`src/logic/core_pkg.sv`:
```
package core_pkg;

    // --------------------
    // datapath
    // --------------------
    localparam int DATA_BIT     = 32;
    localparam int IMM_BIT      = 16;
    localparam int REG_ADDR_BIT = 5;
    localparam int PC_BIT       = 12;  // pc_4 as carried down the pipe

    localparam logic [REG_ADDR_BIT-1:0] LINK_REG = 5'd31;  // jal destination

    // --------------------
    // data memory
    // --------------------
    localparam int DM_ADDR_BIT = 10;  // word address
    localparam int DM_WORDS    = 1 << DM_ADDR_BIT;

endpackage

```
`src/logic/ctrl_pkg.sv`:
```
package ctrl_pkg;

    // --------------------
    // memory stage
    // --------------------
    typedef enum logic [2:0] {
        MEM_W  = 3'd0,  // reset value
        MEM_H  = 3'd1,
        MEM_HU = 3'd2,
        MEM_B  = 3'd3,
        MEM_BU = 3'd4
    } mem_op_e;

    // --------------------
    // writeback stage
    // --------------------
    typedef enum logic [1:0] {
        WB_ALU = 2'd0,
        WB_MEM = 2'd1,
        WB_PC4 = 2'd2,
        WB_LUI = 2'd3
    } wb_data_sel_e;

    typedef enum logic [1:0] {
        DEST_RD   = 2'd0,
        DEST_RT   = 2'd1,
        DEST_LINK = 2'd2
    } wb_dest_sel_e;

endpackage

```
`src/logic/mem_wb_reg.sv`:
```
module mem_wb_reg (
    input  logic                               clk,
    input  logic                               rst_n,
    input  logic                               en,
    input  logic [core_pkg::DATA_BIT-1:0]      alu_res,
    input  logic [core_pkg::DATA_BIT-1:0]      load_data,
    input  logic [core_pkg::PC_BIT-1:0]        pc_4,
    input  logic [core_pkg::IMM_BIT-1:0]       imm16,
    input  logic [core_pkg::REG_ADDR_BIT-1:0]  rd,
    input  logic [core_pkg::REG_ADDR_BIT-1:0]  rt,
    input  ctrl_pkg::wb_data_sel_e             wb_data_sel,
    input  ctrl_pkg::wb_dest_sel_e             wb_dest_sel,
    input  logic                               reg_w_en_in,
    input  logic                               halt_in,
    output logic                               reg_w_en,
    output logic [core_pkg::REG_ADDR_BIT-1:0]  reg_w_addr,
    output logic [core_pkg::DATA_BIT-1:0]      reg_w_data,
    output logic                               halt
);

    import core_pkg::*;
    import ctrl_pkg::*;

    logic [DATA_BIT-1:0]      wb_data;
    logic [REG_ADDR_BIT-1:0]  wb_dest;

    // --------------------
    // writeback selects
    // --------------------
    always_comb begin
        case (wb_data_sel)
            WB_MEM:  wb_data = load_data;
            WB_PC4:  wb_data = {{(DATA_BIT-PC_BIT){1'b0}}, pc_4};
            WB_LUI:  wb_data = {imm16, {(DATA_BIT-IMM_BIT){1'b0}}};
            default: wb_data = alu_res;  // WB_ALU
        endcase
    end

    always_comb begin
        case (wb_dest_sel)
            DEST_RT:   wb_dest = rt;
            DEST_LINK: wb_dest = LINK_REG;
            default:   wb_dest = rd;
        endcase
    end

    always_ff @(posedge clk or negedge rst_n) begin
        if (!rst_n) begin
            reg_w_en   <= 1'b0;
            reg_w_addr <= '0;
            reg_w_data <= '0;
            halt       <= 1'b0;
        end else if (en) begin
            reg_w_en   <= reg_w_en_in;
            reg_w_addr <= wb_dest;
            reg_w_data <= wb_data;
            halt       <= halt | halt_in;  // sticky until reset
        end
    end

endmodule

```
`config.mk`:
```
export PLATFORM = sky130hd
export DESIGN_NAME = mem_wb_reg
export DESIGN_NICKNAME = d
export VERILOG_FILES = /design/src/logic/core_pkg.sv /design/src/logic/ctrl_pkg.sv /design/src/logic/mem_wb_reg.sv
export SDC_FILE = /design/constraint.sdc
export NUM_CORES = 1
export LEC_CHECK = 0
export BUFFER_PORTS_ARGS = -buffer_cell sky130_fd_sc_hd__buf_2
export CORE_ASPECT_RATIO = 1.4
export CORE_UTILIZATION = 43
export DETAILED_ROUTE_END_ITERATION = 8
export HOLD_SLACK_MARGIN = 0.15
export PLACE_DENSITY = 0.81
export SYNTH_ARGS = -nofsm -noshare
export SYNTH_HDL_FRONTEND = slang
export SYNTH_SLANG_ARGS = --single-unit
```
`constraint.sdc`:
```
create_clock -name clk -period 0.8 [get_ports clk]
set_input_delay 0.08 -clock clk [delete_from_list [all_inputs] [get_ports clk]]
set_output_delay 0.08 -clock clk [all_outputs]
set_load 0.03 [all_outputs]
```
Word-level counts from Yosys, hierarchy flattened

Index checks and enable logic that the tools add are counted.

Input port bits: 111
Bits in registers: 39

Equality and inequality tests: 5
Muxes and demuxes: 2
Bitwise gates (word level): 1

Operators by type and width:

| operator                                                               | number |
|---|---|
| 32-bit one-hot mux with 3 select lines                                 | 1 |
| 5-bit one-hot mux with 2 select lines                                  | 1 |
| 2-bit equality test (second input constant)                            | 3 |
| 2-bit by 1-bit equality test with 1-bit output (second input constant) | 2 |
| 1-bit OR                                                               | 1 |

Depth between registers and ports, before layout

Depth after elaboration: 2
Gate-level depth with buffers: 5
Mapped depth without buffers: 4

Least setup slack after synthesis

Ideal clock, no wire load.

Path type: input -> register
Start point: input wb_dest_sel[0]
End point: register reg_w_addr[0] (netlist bit)
Path slack: -284 ps
Path buffers: 1
Stages on the path: 5
Data arrival time: 964 ps
Data required time: 680 ps
Cell sequence: inv_1 -> ha_1 -> buf_6 -> a211o_1 -> a31o_1

Longest elaborated chain between the ends: 2
Elaborated cells on any way between the ends: 3
Classes of those cells: 2 x eq/ne; 1 x mux

Ends and longest elaborated chain:

| what                                                                                  | line             | text |
|---|---|---|
| from (decl)                                                                           | mem_wb_reg.sv:12 | `input ctrl_pkg::wb_dest_sel_e wb_dest_sel,` |
| 2-bit equality test or 2-bit by 1-bit equality test with 1-bit output (tied branches) | mem_wb_reg.sv:40 | `case (wb_dest_sel)` |
| 5-bit one-hot mux with 2 select lines (*)                                             | mem_wb_reg.sv:40 |  |
| to (signal assigned)                                                                  | mem_wb_reg.sv:55 | `reg_w_addr <= wb_dest;` |
| to (decl)                                                                             | mem_wb_reg.sv:16 | `output logic [core_pkg::REG_ADDR_BIT-1:0] reg_w_addr,` |

Every way passes the cells marked *; elsewhere a longest branch is shown, timed or not.
A chain may end at the register's enable or synchronous reset.

Final worst setup path

Start point: register reg_w_data[18] (netlist bit)
End point: output reg_w_data[18] (netlist bit)

RTL lines:

| what                   | line             | text |
|---|---|---|
| from (decl)            | mem_wb_reg.sv:17 | `output logic [core_pkg::DATA_BIT-1:0] reg_w_data,` |
| from (signal assigned) | mem_wb_reg.sv:56 | `reg_w_data <= wb_data;` |

No word-level cell between the ends.

==> flow_metrics.env <==
export IMPL_crit_type="reg2out"
export IMPL_grt_pass1_wl_um=12000
export IMPL_cts_sinks=39
export IMPL_fin_ws_ns=-0.130
export IMPL_dr_pass1_iters=4
export IMPL_slowest_stage="dfrtp_2"
export IMPL_min_path_type="in2reg"
export IMPL_fin_crit_ns=0.930
export IMPL_violations="setup timing"
export IMPL_tightest_slew_ns=0.341
export IMPL_max_freq_mhz=1080
export IMPL_ys_types=21
export IMPL_power_density_mw_per_mm2=1480
export IMPL_maxCapViolCount=0
export IMPL_synth_fp_nets=325
export IMPL_finalClockSkew_ns=0
export IMPL_synth_area_leader_cell="dfrtp_1"
export IMPL_path_clk_slew_ns=0.07
export IMPL_finalSetupViolCount=44
export IMPL_hpwlAfterDp_um=4550
export IMPL_grt_max_degree=40
export IMPL_synthTopCellsByArea="dfrtp_1, mux2i_1, o221ai_1, o221ai_2, inv_1"
export IMPL_cp_depth=1
export IMPL_vias=2510
export IMPL_gp_congestion=0.771
export IMPL_avgViaCountPerCell=5.37
export IMPL_first_iter_violations=92
export IMPL_first_global_vias=2537
export IMPL_hold_viol=0
export IMPL_area_growth_pct=74.9
export IMPL_diodes=0
export IMPL_holdPathStages=2
export IMPL_drive_gt1_frac=0.546
export IMPL_maxSlewViolCount=0
export IMPL_grt_usage=0.273
export IMPL_rr_worst_depth=2
export IMPL_crit_family="flip-flops"
export IMPL_core_area_mm2=0.00524
export IMPL_drt_wl_total_um=7840
export IMPL_grt_overflow=0
export IMPL_synth_cells=212
export IMPL_cts_tree="yes"
export IMPL_cts_hold_buf=41
export IMPL_rsz0062_at_grt="yes"
export IMPL_io_buffers=149
export IMPL_leakage_nw=2.01
export IMPL_cpPeakStageDelay_ns=0.42
export IMPL_finalSetupTns_ns=-4.40
export IMPL_crit_arrival_ns=0.85
export IMPL_clkLatencyLatePin_ns=0.28
export IMPL_ys_warn_count=0
export IMPL_slew_headroom=0.773
export IMPL_antenna_found_initial=0
export IMPL_start_util=0.449
export IMPL_finalNetCount=513
export IMPL_io_pins=150
export IMPL_place_area_mm2=0.00325
export IMPL_fp_row_count=31
export IMPL_min_period_over_period=1.16
export IMPL_synth_area_mm2=0.00235
export IMPL_die_area_mm2=0.00577
export IMPL_cts_buffers=5
export IMPL_ys_seq_area_frac=0.415
export IMPL_avgSynthCellArea_um2=11.1
export IMPL_ys_seq_elements=39
export IMPL_cts_root_buf="clkbuf_8"
export IMPL_clockBufferDepth=2
export IMPL_ant_nets=0
export IMPL_avgRoutedWirePerCell_um=16.8
export IMPL_cts_max_level=2
export IMPL_status="finished, violations left"
export IMPL_remaining_drc_errors=0
export IMPL_critPathMaxFanout=2
export IMPL_crit_path_cell_trace="buf_6"
export IMPL_synth_top_area_share=0.415
export IMPL_design_area_mm2=0.00411
export IMPL_dieHeight_um=89.5
export IMPL_vdd_drop_max_mv=1.32
export IMPL_end_kind="output pin"
export IMPL_cp_required_ns=0.72
export IMPL_cp_num_buf_inv=1
export IMPL_critPathLaunchType="flop"
export IMPL_die_width_um=64.5
-- final cells by class --
cell class / instances / area (um2)
well taps: 66 / 82.6
inverters: 34 / 133
multi-input cells: 117 / 1160
clock buffers: 7 / 76.3
fillers: 344 / 1120
flip-flops and latches: 39 / 995
repair buffers: 203 / 1660
clock inverters: 1 / 5.00
-- synthesized netlist by cell type --
cell / n
o22ai_1: 4
a211o_1: 5
mux2i_1: 32
mux2_2: 1
dfrtp_1: 39
buf_12: 1
nand4_1: 16
buf_8: 1
nand2b_1: 5
buf_6: 8
ha_1: 2
a21o_1: 1
a31o_1: 5
o221ai_1: 19
nand4b_1: 12
nand2b_4: 1
inv_1: 34
o221ai_2: 9
buf_2: 11
nor2b_1: 5
buf_4: 1
-- sequential cells by signal (all words and copies together) (netlist names) --
| register | count |
|---|---|
| reg_w_addr | 5 |
| reg_w_data | 32 |
| reg_w_en | 1 |
| halt | 1 |
-- cell families after synthesis --
logic type	share of synthesized area
DFF	0.415
AOI/OAI and AO/OA	0.179
and+or+nand+nor	0.120
muxes	0.141
adders and majority gates	0.0106
buffers and inverters	0.134
-- per-layer routing --
layer  track usage  vias up  part of all wire
met5             0        -                 0
met2         0.532      125              0.56
met1         0.278     1194              0.35
met3        0.0651       18             0.069
li1              -     1173                 -
met4         0.107        0             0.026
-- path summary, 6_finish.rpt --
check	start	end	slack, ns
setup / recovery	reg_w_data[18]	reg_w_data[18]	-0.13
hold / removal	reg_w_en_in	reg_w_en	0.04
setup reg to reg	reg_w_addr[0]	reg_w_addr[0]	-0.04
hold reg to reg	halt	halt	0.48
max in group asynchronous	rst_n	reg_w_addr[2]	0.29
min in group asynchronous	rst_n	reg_w_data[12]	0.29
-- cells in the final DEF, fill, tap and decap left out, drive strengths merged --
cell / instances
a21o: 1
clkbuf: 7
buf: 162
dfrtp: 39
ha: 2
a211o: 5
o22ai: 4
o221ai: 28
clkinv: 1
nor2b: 5
a31o: 5
nand2b: 6
mux2i: 32
inv: 34
dlygate4sd3: 37
dlymetal6s4s: 4
nand4b: 12
mux2: 1
nand4: 16
-- per-stage QoR --
stage                     hold slack (ns)   util  power [mW]  cells  worst slack [ns]
after floorplan                    -0.216      -        3.48    212            -0.151
after global placement             0.0660  0.620        4.13    419            -0.252
after detailed placement           0.0681  0.620        4.17    419            -0.305
after CTS                          0.0297  0.767        5.97    472            -0.142
after global routing               0.0258  0.785        6.39    467            -0.155
final                              0.0389  0.785        6.09    467            -0.130
-- power breakdown --
part / switching [mW] / internal (mW) / leakage (nW) / total (mW)
Combinational: 1.19 / 1.26 / 1.50 / 2.45
Clock: 0.658 / 0.612 / 0.0422 / 1.27
Sequential: 0.169 / 2.21 / 0.468 / 2.38
-- repair_timing --
item,CTS,global route
setup buffers,4,6
resized for setup,79,32
endpoints found under the hold margin,78,30
pin swaps,0,9
setup endpoints to repair,44,64
(Power assumes the default switching activity.)
