==> src/logic/core_pkg.sv <==
package core_pkg;

    // --------------------
    // datapath
    // --------------------
    localparam int DATA_BIT     = 32;
    localparam int IMM_BIT      = 16;
    localparam int REG_ADDR_BIT = 5;
    localparam int PC_BIT       = 12;  // pc_4 as carried down the pipe

    localparam logic [REG_ADDR_BIT-1:0] LINK_REG = 5'd31;  // jal destination

    // --------------------
    // data memory
    // --------------------
    localparam int DM_ADDR_BIT = 10;  // word address
    localparam int DM_WORDS    = 1 << DM_ADDR_BIT;

endpackage

==> src/logic/ctrl_pkg.sv <==
package ctrl_pkg;

    // --------------------
    // memory stage
    // --------------------
    typedef enum logic [2:0] {
        MEM_W  = 3'd0,  // reset value
        MEM_H  = 3'd1,
        MEM_HU = 3'd2,
        MEM_B  = 3'd3,
        MEM_BU = 3'd4
    } mem_op_e;

    // --------------------
    // writeback stage
    // --------------------
    typedef enum logic [1:0] {
        WB_ALU = 2'd0,
        WB_MEM = 2'd1,
        WB_PC4 = 2'd2,
        WB_LUI = 2'd3
    } wb_data_sel_e;

    typedef enum logic [1:0] {
        DEST_RD   = 2'd0,
        DEST_RT   = 2'd1,
        DEST_LINK = 2'd2
    } wb_dest_sel_e;

endpackage

==> src/logic/ex_mem_reg.sv <==
module ex_mem_reg (
    input  logic                               clk,
    input  logic                               rst_n,
    input  logic                               en,
    input  logic [core_pkg::DATA_BIT-1:0]      alu_res_in,
    input  logic [core_pkg::DATA_BIT-1:0]      store_data_in,
    input  logic [core_pkg::IMM_BIT-1:0]       imm16_in,
    input  logic [core_pkg::PC_BIT-1:0]        pc_4_in,
    input  logic [core_pkg::REG_ADDR_BIT-1:0]  rd_in,
    input  logic [core_pkg::REG_ADDR_BIT-1:0]  rt_in,
    input  ctrl_pkg::mem_op_e                  mem_op_in,
    input  logic                               mem_w_en_in,
    input  ctrl_pkg::wb_data_sel_e             wb_data_sel_in,
    input  ctrl_pkg::wb_dest_sel_e             wb_dest_sel_in,
    input  logic                               reg_w_en_in,
    input  logic                               halt_in,
    output logic [core_pkg::DATA_BIT-1:0]      alu_res,
    output logic [core_pkg::DATA_BIT-1:0]      store_data,
    output logic [core_pkg::IMM_BIT-1:0]       imm16,
    output logic [core_pkg::PC_BIT-1:0]        pc_4,
    output logic [core_pkg::REG_ADDR_BIT-1:0]  rd,
    output logic [core_pkg::REG_ADDR_BIT-1:0]  rt,
    output ctrl_pkg::mem_op_e                  mem_op,
    output logic                               mem_w_en,
    output ctrl_pkg::wb_data_sel_e             wb_data_sel,
    output ctrl_pkg::wb_dest_sel_e             wb_dest_sel,
    output logic                               reg_w_en,
    output logic                               halt
);

    import ctrl_pkg::*;

    always_ff @(posedge clk or negedge rst_n) begin
        if (!rst_n) begin
            alu_res     <= '0;
            store_data  <= '0;
            imm16       <= '0;
            pc_4        <= '0;
            rd          <= '0;
            rt          <= '0;
            mem_op      <= MEM_W;
            mem_w_en    <= 1'b0;
            wb_data_sel <= WB_ALU;
            wb_dest_sel <= DEST_RD;
            reg_w_en    <= 1'b0;
            halt        <= 1'b0;
        end else if (en) begin  // hold while stalled
            alu_res     <= alu_res_in;
            store_data  <= store_data_in;
            imm16       <= imm16_in;
            pc_4        <= pc_4_in;
            rd          <= rd_in;
            rt          <= rt_in;
            mem_op      <= mem_op_in;
            mem_w_en    <= mem_w_en_in;
            wb_data_sel <= wb_data_sel_in;
            wb_dest_sel <= wb_dest_sel_in;
            reg_w_en    <= reg_w_en_in;
            halt        <= halt_in;
        end
    end

endmodule

==> config.mk <==
export PLATFORM = sky130hd
export DESIGN_NAME = ex_mem_reg
export DESIGN_NICKNAME = d
export VERILOG_FILES = /design/src/logic/core_pkg.sv /design/src/logic/ctrl_pkg.sv /design/src/logic/ex_mem_reg.sv
export SDC_FILE = /design/constraint.sdc
export NUM_CORES = 1
export LEC_CHECK = 0
export ABC_CLOCK_PERIOD_IN_PS = 800
export BUFFER_PORTS_ARGS = -buffer_cell sky130_fd_sc_hd__clkbuf_2
export CELL_PAD_IN_SITES_DETAIL_PLACEMENT = 2
export CELL_PAD_IN_SITES_GLOBAL_PLACEMENT = 2
export CORE_ASPECT_RATIO = 0.5
export CORE_UTILIZATION = 27
export CTS_BUF_LIST = sky130_fd_sc_hd__clkbuf_4
export CTS_CLUSTER_DIAMETER = 50
export DETAILED_ROUTE_END_ITERATION = 10
export HOLD_SLACK_MARGIN = 0.05
export PLACE_DENSITY = 0.76
export SLEW_MARGIN = 20
export SYNTH_ARGS = -nofsm -noshare
export SYNTH_HDL_FRONTEND = slang
export SYNTH_SLANG_ARGS = --single-unit
==> constraint.sdc <==
create_clock -name clk -period 0.8 [get_ports clk]
set_input_delay 0.08 -clock clk [delete_from_list [all_inputs] [get_ports clk]]
set_output_delay 0.08 -clock clk [all_outputs]
set_load 0.02 [all_outputs]
== Yosys cells after proc, flatten, opt, wreduce, memory -nomap -nowiden ==
Cells that the tools add are included.
Storage, ports and cells
  bits in registers: 112
  bits of input ports: 115
  output and inout bits: 112
  word-level logic and storage cells: 12

== Longest topological paths before layout ==
Gate-level depths: netlist of the first run.
  depth after elaboration: 0
  depth in mapped cells: 3
  depth with buffers taken out: 1

== Least setup slack after synthesis of the first run ==
No wires, ideal clock.
  path type: input to register
  from: in en
  to: reg alu_res[0] in the netlist's numbering
  library setup time: 0.125 ns
  arrival time: 0.718 ns
  path slack: -0.043 ns
  cell stages on the path: 3
  path buffers: 2
  cell sequence: buf_4 > buf_6 > mux2_2
RTL lines
  start: declaration: RTL line ex_mem_reg.sv:4  | input logic en,
  end signal: assignment: RTL line ex_mem_reg.sv:48  | alu_res <= alu_res_in;
  end: declaration: RTL line ex_mem_reg.sv:17  | output logic [core_pkg::DATA_BIT-1:0] alu_res,
No word-level cell between the ends.

== Final worst setup path of the first run ==
  from: reg store_data[8] in the netlist's numbering
  to: out store_data[8] in the netlist's numbering
RTL lines
  start: declaration: RTL line ex_mem_reg.sv:18  | output logic [core_pkg::DATA_BIT-1:0] store_data,
  start signal: assignment: RTL line ex_mem_reg.sv:49  | store_data <= store_data_in;
No word-level cell between the ends.

==> qor.yml, run 1 <==
numCtsBuffers: 9
fin_crit_ps: 1224
pwr-share-clk_pct: 23.8
drtIter0Drc: 151
routed_wl_mm: 23.42
fin_ws_ps: -424.5
grt_pass1_wl_mm: 29.26
slew_headroom_pct: 76.91
route.detailed.drc: 0
cp_cell_sequence: "buf_8"
clkTransAtPathRegs_ps: 220
peakVddDrop_mv: 0.8515
htree_num_levels: 3
core_mm2: 0.01478
post_drt_wl_per_cell_um: 28.31
cp-end-kind: "primary output"
hold_violations: 0
p_switching_mw: 4.862
cpLargestDelayFamily: "flip-flops"
num_rows: 31
routabilityCongestion: 0.7496
grt-ovfl-total: 0
ctsHoldBuffers: 113
arrival_ps: 1140
syn_area_mm2: 0.004177
rsz0062_at_grt: "yes"
n_antenna_cell: 0
die_area_mm2: 0.01600
p_int_mw: 10.91
drt-vias-per-instance: 4.547
nFillCells: 1285
avgSynthCellArea_um2: 17.70
period_share_pct: 153.1
synth_fp_nets: 351
cts_tree: "built"
grt_pass1_vias: 4441
worst_slew_pin_slew_ps: 346.4
p_comb_share_pct: 31.8
seq_power_share_pct: 44.4
grt_start_max_net_pins: 29
dp_hpwl_mm: 10.29
worstHoldPathType: "in2reg"
synth_top_area_share_pct: 67.11
worstPathRequired_ps: 720
synth-seq-cells: 112
port-buffer-count: 226
p_total_mw: 15.77
root_buffer: "clkbuf_4"
grt_use_total_pct: 25.10
yosys-top-cells-count: "dfrtp_1, mux2_2, buf_6"
pre_cts_ws_ps: -218.2
violations: "negative setup slack"
clk_latency_ps: 470
nNetsFinal: 739
antenna_found_initial: 0
slew_violations: 0
timing.setup.tns_ps: -48110
power_density_mw_per_mm2: 1815
critPathBufInv: 1
synth_top_area_cell: "dfrtp_1"
synth_ff_type: "dfrtp_1"
die_h_um: 89.95
clockBufferDepth: 2
synth_seq_area_share_pct: 67.11
fmax_ghz: 0.8167
initial_core_util_pct: 28.26
synthTopCellsByArea: "dfrtp_1, mux2_2, buf_6"
drt_first_pass_iters: 4
hold_depth: 2
syn2layout_area_growth_pct: 108.1
slowest_delay_ps: 490
ant_nets: 0
async_flop_share_pct: 100.0
clock-sinks: 112
power.leakage_nw: 4.027
die_w_um: 177.9
skew_ps: 0
vias: 3760
ioPinCount: 227
slowest_stage: "dfrtp_2"
status: "finished, violations left"
crit_type: "reg2out"
drive_above_1_share_pct: 81.88
swShare_pct: 30.83
ys_warn_count: 0
maxCapViolCount: 0
hold_ws_ps: 47.49
netlist_instances: 236
synth_edf_count: 0
ys_types: 5
setup_viol: 212
crit_cells: 1
ff2ff_path_depth: 3
cp-start-kind: "flip-flop"
final_util_pct: 58.80
cp_max_fo: 2
==> final timing paths <==
kind | from | endpoint | slack [ps]
max | store_data[8] | store_data[8] | -420
min | en | halt | 50
max reg2reg | store_data[10] | store_data[10] | -270
min reg2reg | mem_w_en | mem_w_en | 550
max in group asynchronous | rst_n | rt[0] | 190
min in group asynchronous | rst_n | imm16[2] | 70
==> kinds of logic after synthesis <==
kind of cell,share of synthesized area [%]
flops,67.11
mux,30.20
buf+inv,2.696
==> power by group through the flow <==
| stage | combinational (mW) | sequential, mW | clock, mW |
|---|---|---|---|
| floorplan | 0.715 | 7.44 | 0 |
| global placement | 2.62 | 6.70 | 0 |
| detailed placement | 2.71 | 6.76 | 0 |
| CTS | 3.77 | 6.69 | 3.66 |
| global route | 5.20 | 7.06 | 4.02 |
| finish | 5.01 | 7.00 | 3.75 |
==> layout by cell type (no fill, tap or decap) <==
| master | n |
|---|---|
| dlygate4sd3_1 | 113 |
| dfrtp_2 | 112 |
| clkbuf_2 | 112 |
| buf_6 | 82 |
| buf_8 | 67 |
| mux2_4 | 59 |
| mux2_2 | 53 |
| clkbuf_4 | 10 |
| buf_12 | 8 |
| buf_4 | 7 |
| bufinv_16 | 3 |
| clkinv_2 | 1 |
| clkinv_4 | 1 |
| clkinv_1 | 1 |
==> registers in the layout, summed over array words and instances, names as in the netlist, 2 cells and up <==
name / flops
alu_res: 32
store_data: 32
imm16: 16
pc_4: 12
rd: 5
rt: 5
mem_op: 3
wb_data_sel: 2
wb_dest_sel: 2
==> layer usage <==
layer  global-route usage, %  vias up  wire length [um]
li1                        -     1594                 -
met1                   29.03     2030              9770
met2                   45.72      110             12630
met3                   4.357       26               544
met4                   9.972        0               469
met5                       0        -                 0
==> area by class of cell <==
class | instances | area [um2] | share of cell area (%)
repair buffers | 389 | 3834 | 44.12
multi-input cells | 112 | 1483 | 17.06
clock buffers | 10 | 75.07 | 0.8639
clock inverters | 6 | 107.6 | 1.238
well taps | 198 | 247.7 | 2.851
flip-flops and latches | 112 | 2943 | 33.87
==> stage by stage <==
stage | instance area (um2) | instances
finish | 8690 | 827
global route | 8690 | 827
CTS | 7765 | 798
detailed placement | 5786 | 661
global placement | 5786 | 661
floorplan | 4320 | 236
==> timing repair <==
action	CTS	global route
resized for setup	139	297
endpoints found under the hold margin	224	13
endpoints found under the setup margin	126	213
buffers inserted	8	30
Note: power is estimated with default switching activity, not from simulation.
==> inputs of run 2 (changes only) <==
--- a/config.mk
+++ b/config.mk
@@ -10,6 +10,7 @@
 export CELL_PAD_IN_SITES_DETAIL_PLACEMENT = 2
 export CELL_PAD_IN_SITES_GLOBAL_PLACEMENT = 2
 export CORE_ASPECT_RATIO = 0.5
+export CORE_MARGIN = 5
 export CORE_UTILIZATION = 27
 export CTS_BUF_LIST = sky130_fd_sc_hd__clkbuf_4
 export CTS_CLUSTER_DIAMETER = 50
==> run 2 against run 1 <==
Compared with the run above:
- the run still ends with negative setup slack left
- power decreased by 6.3%
- utilization decreased by 3.0 points
- sequential cell count unchanged
- clock skew unchanged
- via count decreased by 1.7%
- wire length increased by 0.88%
- worst setup slack got worse by 20 ps
- worst hold slack improved by 110 ps
- non-clock buffer count decreased by 7
- largest cell class unchanged
- highest routed layer is now met5
==> qor.yml, run 2 (same netlist as run 1, synthesis figures left out) <==
grt-ovfl-total: 0
slowest_delay_ps: 490
ff2ff_path_depth: 3
slowest_stage: "dfrtp_2"
clockBufferDepth: 2
peakVddDrop_mv: 0.6718
cp_cell_sequence: "buf_8"
p_comb_share_pct: 33.5
worst_slew_pin_slew_ps: 314.0
layout_commonest_cell: "dlygate4sd3_1"
pwr-share-clk_pct: 19.1
nFillCells: 1335
crit_cells: 1
cp_max_fo: 2
grt_pass1_vias: 4388
p_int_mw: 10.00
clkTransAtPathRegs_ps: 210
global_route.usage.met2_pct: 42.12
skew_ps: 0
swShare_pct: 32.29
post_drt_wl_per_cell_um: 28.60
initial_core_util_pct: 27.31
arrival_ps: 1160
clock-sinks: 112
root_buffer: "clkbuf_4"
dp_hpwl_mm: 10.44
vias: 3697
routabilityCongestion: 0.7312
maxCapViolCount: 0
reg.largest.list: "alu_res (32), store_data (32), imm16 (16)"
reg2reg_slack_ps: -330
layout_common_cells: "dlygate4sd3_1, dfrtp_2, clkbuf_2"
power_density_mw_per_mm2: 1730
cts_tree: "built"
multi_input_area_mm2: 0.001464
syn2layout_area_growth_pct: 104.5
instances_no_fill: 826
cp-start-kind: "flip-flop"
antenna_found_initial: 3
worstHoldPathType: "in2reg"
grt-busiest-layer: "met2"
pre_cts_ws_ps: -204.4
setup_viol: 215
slew_headroom_pct: 79.06
violations: "negative setup slack"
hold_ws_ps: 161.2
port-buffer-count: 226
core_mm2: 0.01529
p_switching_mw: 4.770
regArea_mm2: 0.002943
numCtsBuffers: 9
crit_type: "reg2out"
fmax_ghz: 0.8037
cp-end-kind: "primary output"
worstPathRequired_ps: 720
rsz0062_at_grt: "yes"
drtIter0Drc: 122
fin_ws_ps: -444.2
grt_pass1_wl_mm: 29.29
hold_depth: 3
cpLargestDelayFamily: "flip-flops"
die_h_um: 97.95
met1_usage_pct: 23.70
seq_power_share_pct: 47.4
drive_above_1_share_pct: 81.32
die_w_um: 185.9
dp_cells: 663
clk_latency_ps: 490
drt_first_pass_iters: 4
critPathBufInv: 1
routed_wl_mm: 23.62
power.leakage_nw: 3.932
ioPinCount: 227
slew_violations: 0
grt_use_total_pct: 21.64
final_util_pct: 55.83
p_total_mw: 14.77
grt_start_max_net_pins: 56
route.detailed.drc: 0
period_share_pct: 155.5
nNetsFinal: 732
ant_nets: 0
drt-vias-per-instance: 4.476
met3_usage_pct: 3.870
hold_violations: 0
status: "finished, violations left"
htree_num_levels: 3
num_rows: 32
die_area_mm2: 0.01821
fin_crit_ps: 1244
run 2: metal layers:
metal  vias up  wire (um)
met5         -         21
met4         4        845
met3        48        743
met2       104      12820
met1      1960       9193
li1       1581          -
run 2: power by group through the flow:
stage	Sequential (mW)	Combinational (mW)	Clock, mW
finish	7.00	4.95	2.83
global route	7.06	5.12	3.10
CTS	6.69	3.83	2.69
detailed placement	6.74	2.70	0
global placement	6.69	2.62	0
floorplan	7.44	0.715	0
run 2: cell type report:
cell class              count  share of cell area (%)
diodes                      1                 0.02930
clock buffers              13                   1.143
clock inverters             2                 0.08791
multi-input cells         112                   17.14
flip-flops and latches    112                   34.46
well taps                 204                   2.989
repair buffers            382                   44.15
run 2: timing repair:
action | in CTS | in global routing
cloned | 0 | 0
gates resized for setup | 159 | 269
buffers inserted | 8 | 30
hold buffers | 114 | 1
endpoints found under the hold margin | 224 | 4
setup endpoints to repair | 121 | 213
run 2: per-stage QoR:
stage	instance area [um2]	setup TNS, ps
3_5_place_dp	5738	-18310
3_3_place_gp	5738	-16000
5_1_grt	8539	-56920
2_1_floorplan	4320	-1494
4_1_cts	7735	-40690
6_report	8539	-50240
run 2: final timing paths:
| path | start | endpoint |
|---|---|---|
| worst max-delay path | store_data[25] | store_data[25] |
| worst min-delay path | en | alu_res[26] |
| worst max register to register | store_data[25] | store_data[25] |
| worst min register to register | alu_res[9] | alu_res[9] |
| max in group asynchronous | rst_n | halt |
| min in group asynchronous | rst_n | store_data[29] |
==> inputs of run 3 (changes only) <==
--- a/config.mk
+++ b/config.mk
@@ -6,17 +6,18 @@
 export NUM_CORES = 1
 export LEC_CHECK = 0
 export ABC_CLOCK_PERIOD_IN_PS = 800
-export BUFFER_PORTS_ARGS = -buffer_cell sky130_fd_sc_hd__clkbuf_2
 export CELL_PAD_IN_SITES_DETAIL_PLACEMENT = 2
 export CELL_PAD_IN_SITES_GLOBAL_PLACEMENT = 2
 export CORE_ASPECT_RATIO = 0.5
 export CORE_MARGIN = 5
-export CORE_UTILIZATION = 27
+export CORE_UTILIZATION = 38
 export CTS_BUF_LIST = sky130_fd_sc_hd__clkbuf_4
 export CTS_CLUSTER_DIAMETER = 50
 export DETAILED_ROUTE_END_ITERATION = 10
+export DONT_BUFFER_PORTS = 1
 export HOLD_SLACK_MARGIN = 0.05
-export PLACE_DENSITY = 0.76
+export MAX_ROUTING_LAYER = met4
+export PLACE_DENSITY = 0.75
 export SLEW_MARGIN = 20
 export SYNTH_ARGS = -nofsm -noshare
 export SYNTH_HDL_FRONTEND = slang
==> run 3 against run 2 <==
Compared with the run above:
- the run now fails in clock tree synthesis
- area after synthesis is the same
- synthesized cell count unchanged
==> qor.yml, run 3 <==
status: "aborted with a tool error"
haltStage: "clock tree synthesis"
error: "[ERROR RSZ-0060] Max buffer count reached."
numCtsBuffers: 9
ys_types: 5
yosys-top-cells-count: "dfrtp_1, mux2_2, buf_6"
htree_num_levels: 3
synthTopCellsByArea: "dfrtp_1, mux2_2, buf_6"
synth_compound_area_share_pct: 0
post_cts_buffers: 27
synth_xor_area_share_pct: 0
synth_seq_area_share_pct: 67.11
ctsHoldBuffers: 106
die_h_um: 84.13
synthMuxAreaShare_pct: 30.20
initial_core_util_pct: 38.39
placed_cell_area_mm2: 0.005226
async_flop_share_pct: 100.0
die_w_um: 158.3
port-buffer-count: 0
synth_top_family_by_area: "multiplexers"
synth_fp_nets: 351
synth-seq-cells: 112
root_buffer: "clkbuf_4"
synthSimpleGateAreaFrac_pct: 0
synthAdderAreaFrac_pct: 0
clockBufferDepth: 2
avgSynthCellArea_um2: 17.70
synth_top_area_cell: "dfrtp_1"
routabilityCongestion: 0.7234
synth_top_area_share_pct: 67.11
syn_area_mm2: 0.004177
num_rows: 27
synth_edf_count: 0
ioPinCount: 227
cts_resized: 143
pre_cts_ws_ps: -5.335
ys_warn_count: 0
netlist_instances: 236
clock-sinks: 112
dp_hpwl_mm: 8.721
synth_ff_type: "dfrtp_1"
-- run 3: cell counts after synthesis --
Identical to the previous run, type by type.
-- run 3: logic make-up after synthesis --
kind of cell / after synthesis
buffers and inverters: 12
flip-flops: 112
multiplexers: 112
-- run 3: metrics by stage --
step	setup TNS, ps	hold slack, ps	utilization, %	cells
3_3_place_gp	0	-212.8	48.04	481
3_5_place_dp	-9.242	-212.2	48.04	481
2_1_floorplan	-1494	-215.6	-	236
==> inputs of run 4 (changes only) <==
==> config.mk (replaced) <==
export PLATFORM = sky130hd
export DESIGN_NAME = ex_mem_reg
export DESIGN_NICKNAME = d
export VERILOG_FILES = /design/src/logic/core_pkg.sv /design/src/logic/ctrl_pkg.sv /design/src/logic/ex_mem_reg.sv
export SDC_FILE = /design/constraint.sdc
export NUM_CORES = 1
export LEC_CHECK = 0
export ABC_CLOCK_PERIOD_IN_PS = 1000
export CORE_MARGIN = 5
export CORE_UTILIZATION = 33
export DETAILED_ROUTE_END_ITERATION = 10
export DONT_BUFFER_PORTS = 1
export PLACE_DENSITY_LB_ADDON = 0.15
export SLEW_MARGIN = 20
export SYNTH_ARGS = -nofsm -noshare
export SYNTH_HDL_FRONTEND = slang
export SYNTH_SLANG_ARGS = --single-unit
==> constraint.sdc (replaced) <==
create_clock -name clk -period 1 [get_ports clk]
set_input_delay 0.1 -clock clk [delete_from_list [all_inputs] [get_ports clk]]
set_output_delay 0.1 -clock clk [all_outputs]
set_load 0.02 [all_outputs]
==> run 4 against run 3 <==
Compared with the run above:
- the run again fails in clock tree synthesis
- area after synthesis is the same
- synthesized cell count is the same
==> qor.yml, run 4 <==
avgSynthCellArea_um2: 17.70
yosys-top-cells-count: "dfrtp_1, mux2_2, buf_6"
htree_num_levels: 3
cts_resized: 41
ioPinCount: 227
synth-seq-cells: 112
synthTopCellsByArea: "dfrtp_1, mux2_2, buf_6"
synth_seq_area_share_pct: 67.11
dp_hpwl_mm: 6.470
synth_fp_nets: 351
syn_area_mm2: 0.004177
die_w_um: 122.5
initial_core_util_pct: 33.37
clock-sinks: 112
numCtsBuffers: 9
post_cts_buffers: 4
die_h_um: 122.5
ys_types: 5
error: "[ERROR RSZ-0060] Max buffer count reached."
synth_edf_count: 0
num_rows: 41
netlist_instances: 236
haltStage: "clock tree synthesis"
port-buffer-count: 0
status: "aborted with a tool error"
ys_warn_count: 0
ctsHoldBuffers: 106
async_flop_share_pct: 100.0
synth_ff_type: "dfrtp_1"
synth_top_area_cell: "dfrtp_1"
routabilityCongestion: 0.6789
root_buffer: "clkbuf_16"
clockBufferDepth: 2
synth_top_area_share_pct: 67.11
-- run 4: cell counts after synthesis --
No cell type changed its count.
-- run 4: through the flow --
stage / instance area (um2) / cells / worst slack, ps / hold WS (ps) / utilization (%)
floorplan: 4177 / 236 / 137.1 / -195.6 / -
global placement: 5120 / 508 / 239.5 / -192.5 / 40.90
detailed placement: 5120 / 508 / 229.6 / -193.0 / 40.90
-- run 4: cell families after synthesis --
group | after synthesis | share of synthesized area [%]
buf+inv | 12 | 2.696
flops | 112 | 67.11
mux | 112 | 30.20
